<file path="src/design/clmul_defs.svh">
// ~~~~~~~~~~~~~~~~~~~~
// Carry-less multiplier widths
// Operand, half and product sizes and credit depths
// ~~~~~~~~~~~~~~~~~~~~

`ifndef CLMUL_DEFS_SVH
`define CLMUL_DEFS_SVH

// Full operand and its Karatsuba half
`define CLMUL_OP_W   192
`define CLMUL_HALF_W 96

// Full carry-less product
`define CLMUL_PROD_W 384

// Operand buffer depth, one credit per slot
`define CLMUL_IN_CREDITS 1

// Largest number of output credits the consumer may have outstanding
`define CLMUL_OUT_CREDITS 4

`endif

</file>
<file path="src/design/clmul_pkg.sv">
// ~~~~~~~~~~~~~~~~~~~~
// Carry-less multiplier types
// Vector types and controller states
// ~~~~~~~~~~~~~~~~~~~~

`include "clmul_defs.svh"

package clmul_pkg;

	// Full 192-bit operand
	typedef logic [`CLMUL_OP_W-1:0] operand_t;

	// One Karatsuba half
	typedef logic [`CLMUL_HALF_W-1:0] half_t;

	// Product of two halves
	typedef logic [2*`CLMUL_HALF_W-1:0] half_prod_t;

	// Full product of two operands
	typedef logic [`CLMUL_PROD_W-1:0] product_t;

	// Multiplier stage sequencing
	typedef enum logic [1:0] {
		IDLE,
		RUN,
		COMBINE,
		HOLD
	} ctrl_state_t;

endpackage

</file>
<file path="src/design/clmul_serial.sv">
// ~~~~~~~~~~~~~~~~~~~~
// Serial carry-less multiplier
// Shift-and-XOR, one bit of x per cycle
// ~~~~~~~~~~~~~~~~~~~~

`timescale 1ns/1ps

`include "clmul_defs.svh"

module clmul_serial #(
	parameter int WIDTH = `CLMUL_HALF_W
) (
	input  logic               clk,
	input  logic               rst,
	input  logic               start,
	input  logic [WIDTH-1:0]   x,
	input  logic [WIDTH-1:0]   y,
	output logic [2*WIDTH-1:0] p,
	output logic               done
);

	localparam int CNT_W = $clog2(WIDTH + 1);

	// Remaining multiplier bits, LSB is the next bit to use
	logic [WIDTH-1:0]   x_sh;
	// Multiplicand aligned to the current bit position
	logic [2*WIDTH-1:0] y_sh;
	logic [2*WIDTH-1:0] acc;
	logic [CNT_W-1:0]   bit_cnt;
	logic               busy;

	// Bit counter and done pulse
	// Bit 0 is taken in the start cycle, so the last bit lands WIDTH-1 cycles later
	always_ff @(posedge clk) begin
		if (rst) begin
			busy    <= 1'b0;
			done    <= 1'b0;
			bit_cnt <= '0;
		end else begin
			done <= 1'b0;
			if (start) begin
				busy    <= 1'b1;
				bit_cnt <= CNT_W'(1);
			end else if (busy) begin
				bit_cnt <= bit_cnt + 1'b1;
				if (bit_cnt == CNT_W'(WIDTH - 1)) begin
					busy <= 1'b0;
					done <= 1'b1;
				end
			end
		end
	end

	// Accumulator and operand shifters
	always_ff @(posedge clk) begin
		if (start) begin
			if (x[0]) begin
				acc <= {{WIDTH{1'b0}}, y};
			end else begin
				acc <= '0;
			end
			x_sh <= x >> 1;
			y_sh <= {{WIDTH{1'b0}}, y} << 1;
		end else if (busy) begin
			if (x_sh[0]) begin
				acc <= acc ^ y_sh;
			end
			x_sh <= x_sh >> 1;
			y_sh <= y_sh << 1;
		end
	end

	// Valid while done is high and until the next start
	assign p = acc;

	// The controller must wait for done before starting again
	a_no_start_when_busy: assert property (
		@(posedge clk) disable iff (rst)
		start |-> !busy
	) else $error("clmul_serial: start while a multiply is in progress");

endmodule

</file>
<file path="src/design/karatsuba_combine.sv">
// ~~~~~~~~~~~~~~~~~~~~
// Karatsuba recombination
// Merges three partial products into the full product
// ~~~~~~~~~~~~~~~~~~~~

`timescale 1ns/1ps

`include "clmul_defs.svh"

module karatsuba_combine (
	input  logic                  clk,
	input  logic                  rst,
	input  logic                  load,
	input  clmul_pkg::half_prod_t p_hi,
	input  clmul_pkg::half_prod_t p_lo,
	input  clmul_pkg::half_prod_t p_mid,
	output clmul_pkg::product_t   c,
	output logic                  c_valid
);

	// Cross term, subtraction is XOR over GF(2)
	clmul_pkg::half_prod_t mid_term;

	// Each partial product placed at its weight
	clmul_pkg::product_t hi_part;
	clmul_pkg::product_t mid_part;
	clmul_pkg::product_t lo_part;
	clmul_pkg::product_t sum;

	assign mid_term = p_mid ^ p_hi ^ p_lo;

	assign hi_part  = clmul_pkg::product_t'(p_hi) << `CLMUL_OP_W;
	assign mid_part = clmul_pkg::product_t'(mid_term) << `CLMUL_HALF_W;
	assign lo_part  = clmul_pkg::product_t'(p_lo);

	// Terms overlap, so they are XORed and not concatenated
	assign sum = hi_part ^ mid_part ^ lo_part;

	// Product register
	always_ff @(posedge clk) begin
		if (load) begin
			c <= sum;
		end
	end

	// One cycle behind load
	always_ff @(posedge clk) begin
		if (rst) begin
			c_valid <= 1'b0;
		end else begin
			c_valid <= load;
		end
	end

endmodule

</file>
<file path="src/design/karatsuba_ctrl.sv">
// ~~~~~~~~~~~~~~~~~~~~
// Karatsuba controller
// Operand buffer, multiplier sequencing, result register
// and the input and output credit handling
// ~~~~~~~~~~~~~~~~~~~~

`timescale 1ns/1ps

`include "clmul_defs.svh"

module karatsuba_ctrl (
	input  logic                clk,
	input  logic                rst,
	input  logic                in_valid,
	input  clmul_pkg::operand_t a,
	input  clmul_pkg::operand_t b,
	output logic                in_credit,
	output clmul_pkg::operand_t a_hold,
	output clmul_pkg::operand_t b_hold,
	output logic                mul_start,
	input  logic                mul_done,
	output logic                comb_load,
	input  logic                comb_valid,
	input  clmul_pkg::product_t comb_c,
	input  logic                out_credit,
	output logic                out_valid,
	output clmul_pkg::product_t c
);

	localparam int IN_CNT_W  = $clog2(`CLMUL_IN_CREDITS + 1);
	localparam int OUT_CNT_W = $clog2(`CLMUL_OUT_CREDITS + 1);

	clmul_pkg::ctrl_state_t state;

	logic                 buf_full;
	logic [IN_CNT_W-1:0]  init_left;
	logic                 init_pulse;
	logic                 res_full;
	logic                 res_free;
	logic                 res_load;
	logic [OUT_CNT_W-1:0] out_cnt;

	// Initial credits go out one per cycle once reset is released
	always_ff @(posedge clk) begin
		if (rst) begin
			init_left  <= IN_CNT_W'(`CLMUL_IN_CREDITS);
			init_pulse <= 1'b0;
		end else begin
			init_pulse <= (init_left != '0);
			if (init_left != '0) begin
				init_left <= init_left - 1'b1;
			end
		end
	end

	// The buffer slot is given back as soon as its operands enter the multipliers
	assign in_credit = init_pulse | mul_start;

	// Operand buffer, also the stable operand source for the multipliers
	always_ff @(posedge clk) begin
		if (rst) begin
			buf_full <= 1'b0;
		end else if (in_valid) begin
			buf_full <= 1'b1;
		end else if (mul_start) begin
			buf_full <= 1'b0;
		end
	end

	always_ff @(posedge clk) begin
		if (in_valid) begin
			a_hold <= a;
			b_hold <= b;
		end
	end

	// Multiplier stage
	assign mul_start = (state == clmul_pkg::IDLE) && buf_full;
	assign comb_load = (state == clmul_pkg::RUN) && mul_done;

	// Result register frees up in the same cycle it is sent
	assign res_free = !res_full || out_valid;
	assign res_load = res_free &&
		(((state == clmul_pkg::COMBINE) && comb_valid) || (state == clmul_pkg::HOLD));

	always_ff @(posedge clk) begin
		if (rst) begin
			state <= clmul_pkg::IDLE;
		end else begin
			case (state)
				clmul_pkg::IDLE: begin
					if (buf_full) begin
						state <= clmul_pkg::RUN;
					end
				end
				clmul_pkg::RUN: begin
					if (mul_done) begin
						state <= clmul_pkg::COMBINE;
					end
				end
				clmul_pkg::COMBINE: begin
					// Product waits in the combiner if the result register is taken
					if (comb_valid) begin
						state <= res_load ? clmul_pkg::IDLE : clmul_pkg::HOLD;
					end
				end
				clmul_pkg::HOLD: begin
					if (res_load) begin
						state <= clmul_pkg::IDLE;
					end
				end
				default: state <= clmul_pkg::IDLE;
			endcase
		end
	end

	// Result register
	always_ff @(posedge clk) begin
		if (rst) begin
			res_full <= 1'b0;
		end else if (res_load) begin
			res_full <= 1'b1;
		end else if (out_valid) begin
			res_full <= 1'b0;
		end
	end

	always_ff @(posedge clk) begin
		if (res_load) begin
			c <= comb_c;
		end
	end

	// Output credits, a grant and a send in one cycle cancel out
	always_ff @(posedge clk) begin
		if (rst) begin
			out_cnt <= '0;
		end else if (out_credit && !out_valid) begin
			out_cnt <= out_cnt + 1'b1;
		end else if (!out_credit && out_valid) begin
			out_cnt <= out_cnt - 1'b1;
		end
	end

	assign out_valid = res_full && (out_cnt != '0);

	// Producer only sends into a free slot, or one freed this cycle
	a_no_buf_overrun: assert property (
		@(posedge clk) disable iff (rst)
		in_valid |-> (!buf_full || mul_start)
	) else $error("karatsuba_ctrl: operands sent while the buffer is full");

	// Consumer never has more credits outstanding than the counter holds
	a_out_credit_limit: assert property (
		@(posedge clk) disable iff (rst)
		(out_credit && !out_valid) |-> (out_cnt < OUT_CNT_W'(`CLMUL_OUT_CREDITS))
	) else $error("karatsuba_ctrl: output credit beyond the counter limit");

	// All three multipliers finish together while the stage is running
	a_done_in_run: assert property (
		@(posedge clk) disable iff (rst)
		mul_done |-> (state == clmul_pkg::RUN)
	) else $error("karatsuba_ctrl: multiplier done outside RUN");

endmodule

</file>
<file path="src/design/karatsuba_top.sv">
// ~~~~~~~~~~~~~~~~~~~~
// 192-bit Karatsuba carry-less multiplier
// One Karatsuba level over three serial half multipliers
// ~~~~~~~~~~~~~~~~~~~~

`timescale 1ns/1ps

`include "clmul_defs.svh"

module karatsuba_top (
	input  logic                clk,
	input  logic                rst,
	input  logic                in_valid,
	input  clmul_pkg::operand_t a,
	input  clmul_pkg::operand_t b,
	output logic                in_credit,
	input  logic                out_credit,
	output logic                out_valid,
	output clmul_pkg::product_t c
);

	clmul_pkg::operand_t   a_hold;
	clmul_pkg::operand_t   b_hold;
	logic                  mul_start;
	logic                  done_hi;
	logic                  done_lo;
	logic                  done_mid;
	logic                  comb_load;
	logic                  comb_valid;
	clmul_pkg::half_prod_t p_hi;
	clmul_pkg::half_prod_t p_lo;
	clmul_pkg::half_prod_t p_mid;
	clmul_pkg::product_t   comb_c;

	// Operand halves
	wire clmul_pkg::half_t a_hi = a_hold[`CLMUL_OP_W-1:`CLMUL_HALF_W];
	wire clmul_pkg::half_t a_lo = a_hold[`CLMUL_HALF_W-1:0];
	wire clmul_pkg::half_t b_hi = b_hold[`CLMUL_OP_W-1:`CLMUL_HALF_W];
	wire clmul_pkg::half_t b_lo = b_hold[`CLMUL_HALF_W-1:0];

	// Middle operands, sum of halves over GF(2)
	wire clmul_pkg::half_t a_mid = a_hi ^ a_lo;
	wire clmul_pkg::half_t b_mid = b_hi ^ b_lo;

	karatsuba_ctrl u_ctrl (
		.clk        (clk),
		.rst        (rst),
		.in_valid   (in_valid),
		.a          (a),
		.b          (b),
		.in_credit  (in_credit),
		.a_hold     (a_hold),
		.b_hold     (b_hold),
		.mul_start  (mul_start),
		.mul_done   (done_hi & done_lo & done_mid),
		.comb_load  (comb_load),
		.comb_valid (comb_valid),
		.comb_c     (comb_c),
		.out_credit (out_credit),
		.out_valid  (out_valid),
		.c          (c)
	);

	clmul_serial #(.WIDTH(`CLMUL_HALF_W)) u_mul_hi (
		.clk   (clk),
		.rst   (rst),
		.start (mul_start),
		.x     (a_hi),
		.y     (b_hi),
		.p     (p_hi),
		.done  (done_hi)
	);

	clmul_serial #(.WIDTH(`CLMUL_HALF_W)) u_mul_lo (
		.clk   (clk),
		.rst   (rst),
		.start (mul_start),
		.x     (a_lo),
		.y     (b_lo),
		.p     (p_lo),
		.done  (done_lo)
	);

	clmul_serial #(.WIDTH(`CLMUL_HALF_W)) u_mul_mid (
		.clk   (clk),
		.rst   (rst),
		.start (mul_start),
		.x     (a_mid),
		.y     (b_mid),
		.p     (p_mid),
		.done  (done_mid)
	);

	karatsuba_combine u_combine (
		.clk     (clk),
		.rst     (rst),
		.load    (comb_load),
		.p_hi    (p_hi),
		.p_lo    (p_lo),
		.p_mid   (p_mid),
		.c       (comb_c),
		.c_valid (comb_valid)
	);

endmodule

</file>
<file path="config.mk">
export PLATFORM = sky130hd
export DESIGN_NAME = karatsuba_top
export DESIGN_NICKNAME = d
export VERILOG_FILES = /design/src/design/clmul_pkg.sv /design/src/design/clmul_serial.sv /design/src/design/karatsuba_combine.sv /design/src/design/karatsuba_ctrl.sv /design/src/design/karatsuba_top.sv
export VERILOG_INCLUDE_DIRS = /design/src /design/src/design
export SDC_FILE = /design/constraint.sdc
export NUM_CORES = 2
export LEC_CHECK = 0
export CAP_MARGIN = 30
export CORE_MARGIN = 5
export CORE_UTILIZATION = 43
export DETAILED_ROUTE_END_ITERATION = 16
export DONT_BUFFER_PORTS = 1
export GPL_ROUTABILITY_DRIVEN = 0
export GPL_TIMING_DRIVEN = 1
export PLACE_DENSITY = 0.67
export SYNTH_ARGS = -nofsm -noshare
export SYNTH_HDL_FRONTEND = slang
export SYNTH_SLANG_ARGS = --single-unit
</file>
<file path="constraint.sdc">
create_clock -name clk -period 33 [get_ports clk]
set_input_delay 3.3 -clock clk [delete_from_list [all_inputs] [get_ports clk]]
set_output_delay 3.3 -clock clk [all_outputs]
set_load 0.02 [all_outputs]
</file>
==> impl_metrics.ini <==
[status]
status = completed

[worst_setup_path]
crit_arrival_ps = 2470
path_cells = nor2_1, nand2_2, inv_8, or2_2
crit_family = simple AND/OR/NAND/NOR gates
crit_buf_inv = 1
worstSetupPathType = flip-flop to output pin
crit_slowest_cell = dfxtp_1
critPathMaxStageDelay_ps = 420
cp-start-kind = flip-flop
cp.required_ps = 29700
cp-end-kind = output pin
worstPathMaxFanout = 62

[logic_synthesis]
syn_area_mm2 = 0.102
synth_top_area_share_pct = 67.4
synth-simple-area-share_pct = 4.14
synth_compound_area_share_pct = 2.58
synth_cells = 6374
async_reset_ff_share_pct = 0
synth_top_family_by_area = XOR/XNOR gates
synth_edf_count = 2301
synth-main-ff-cell = edfxtp_1
synthAdderAreaFrac_pct = 0.0684
synth_top_area_cell = edfxtp_1
seq_area_frac_synth_pct = 73.7
synth-seq-cells = 2623
synth.avg_cell_area_um2 = 16.1
synth_xor_area_share_pct = 10.8
yosys_warnings = 0
muxShareOfSynthArea_pct = 6.98
synth.area.top_cells = edfxtp_1, xnor2_1, dfxtp_1
ys_types = 38
syn-num-nets = 6767

[die]
die_w_um = 498
dieHeight_um = 498
ios = 774
dieArea_mm2 = 0.248
initial_core_util_pct = 43.2
fp-row-count = 179
design.core.area_mm2 = 0.237

[layout]
area_growth_pct = 11.9
fin_nets = 6846
fin_area_mm2 = 0.115
final-seq-area_mm2 = 0.0756
final_util_pct = 48.3
fill_cells = 19800
drive_gt1_share_pct = 12.9
multi_input_area_mm2 = 0.0252

[grt]
grt_pass1_wl_um = 336000
grt_max_degree = 386
grt_usage_pct = 17.7
grt_overflow_total = 0
grt_pass1_vias = 50900
antenna_found_initial = 111

[placed_design]
dpl_cell_area_mm2 = 0.105
io_buffers = 0
dpl.hpwl_um = 150000

[sta]
fmax_ghz = 0.173
hold_viol = 0
fin_tns_setup_ps = 0
setup_violations = 0
min_period_over_period_pct = 17.5
rsz0062_at_grt = false
fin_crit_ps = 5770
slew_violations = 0
max_slew_margin_pct = 14.7
worst_pin_slew_ps = 1280
skew_ps = 87.3

[power_and_ir_drop]
powerDensity_mw_per_mm2 = 69.1
ir_drop_uv = 58.2
finalPower_mw = 7.92
p_leak_nw = 36.8

[clock_tree]
cts_setup_buffers = 0
cts_resized = 0
postCtsHoldBufs = 0
cts-buffers-inserted = 291
clock-root-buffer = clkbuf_16
ctsLongestPathBuffers = 4
clk_latency_ps = 950
cts_tree = built
path_clk_slew_ps = 60
cts_max_level = 5
cts.sinks = 2623

[routing]
first_iter_violations = 4128
dr.pass1.iters = 6
viasPerCell = 5.09
drc = 0
vias = 50300
drt-wirelength-per-cell_um = 22.8
wl_um = 225000
drtAntennaViolNets = 0

[min_path]
hp-class = flip-flop to flip-flop

[flow_run]
drv_cap = 0
## synthesized netlist by cell type (4+ instances only)
| library cell | instances |
|---|---|
| edfxtp_1 | 2301 |
| xnor2_1 | 1151 |
| nor2_1 | 784 |
| mux2_2 | 378 |
| dfxtp_1 | 322 |
| mux2i_1 | 289 |
| a21oi_1 | 204 |
| o21ai_0 | 201 |
| nand3_1 | 192 |
| xor2_1 | 108 |
| buf_2 | 104 |
| o22ai_1 | 96 |
| buf_6 | 59 |
| clkbuf_1 | 54 |
| buf_4 | 32 |
| buf_1 | 23 |
| nand2_1 | 18 |
| or3_1 | 8 |
| nand4_1 | 7 |
| inv_1 | 6 |
| and3_1 | 5 |
| and2_1 | 4 |
| ha_1 | 4 |
| or2_2 | 4 |
## sequential cells by signal (all words and copies together) (netlist names), 2 cells and up
register	flops
u_mul_hi.p	192
u_mul_mid.x_sh	95
u_mul_hi.bit_cnt	7
u_ctrl.out_cnt	3
u_mul_mid.y_sh	191
u_mul_lo.bit_cnt	7
u_ctrl.a_hold	192
u_mul_lo.y_sh	191
u_ctrl.b_hold	192
u_mul_mid.p	192
u_mul_lo.x_sh	95
u_mul_mid.bit_cnt	7
u_mul_lo.p	192
u_combine.c	384
u_ctrl.c	384
u_ctrl.state	2
u_mul_hi.y_sh	191
u_mul_hi.x_sh	95
## through the flow
stage / setup slack, ps / hold WS (ps) / instances
6_report: 27230 / 391 / 9875
5_1_grt: 27050 / 397 / 9840
4_1_cts: 27120 / 384 / 9836
3_5_place_dp: 28120 / 405 / 9325
3_3_place_gp: 28160 / 403 / 9320
2_1_floorplan: 15430 / 400 / 6374
## worst paths after layout
check | depth (start not counted) | slack (ps) | startpoint | endpoint
max | 4 | 27230 | u_ctrl.state[0]$_SDFFE_PP0P_ | in_credit
min | 0 | 390 | u_combine.c[363]$_DFFE_PP_ | u_ctrl.c[363]$_DFFE_PP_
max reg2reg | 8 | 28000 | u_ctrl.state[0]$_SDFFE_PP0P_ | u_mul_lo.y_sh[18]$_DFFE_PP_
min reg2reg | 0 | 390 | u_combine.c[363]$_DFFE_PP_ | u_ctrl.c[363]$_DFFE_PP_
## kinds of logic after synthesis
logic type | count (synthesis)
AOI/OAI and AO/OA | 503
xor gates and xnor gates | 1259
adders and majority gates | 5
buffers and inverters | 281
DFF | 2623
muxes | 667
and+or+nand+nor | 1036
## power by group
part           switching (mW)  internal [mW]  total, mW
clock                    1.28           1.86       3.14
sequential              0.170           3.93       4.10
combinational           0.360          0.317      0.677
## final cells by class
cell class,count,area share (%)
clock inverter,132,1.18
antenna,37,0.0807
tap,3167,3.46
sequential,2623,65.9
inverter,7,0.0360
clock buffer,379,6.83
multi-input combinational,3470,22.0
timing repair buffer,60,0.576
## layer usage
| layer | global-route usage (%) | wire (µm) | vias to the layer above |
|---|---|---|---|
| li1 | - | - | 23300 |
| met1 | 23.3 | 95400 | 24900 |
| met2 | 28.0 | 104000 | 1436 |
| met3 | 5.30 | 15700 | 535 |
| met4 | 6.53 | 9300 | 88 |
| met5 | 0 | 576 | - |
## layout by cell type (no fill, tap or decap), types with 5 or more instances in the layout
cell        count
diode_2        37
nand4_1         7
dfxtp_1       319
inv_1           5
inv_6          11
clkinv_2       42
buf_4          45
bufinv_16      23
clkbuf_16     294
nand3_1       192
xor2_1        108
o21ai_0       201
buf_12          9
clkbuf_1       69
and3_1          5
o22ai_1        96
clkinv_1       33
inv_8           5
clkinvlp_4     11
edfxtp_1     2301
a21oi_1       204
buf_16          5
nor2_1        783
mux2_2        378
clkbuf_8       16
nand2_1        15
clkinv_8        5
or3_1           8
xnor2_1      1151
mux2i_1       289
Power figures use the tool's default switching activity.
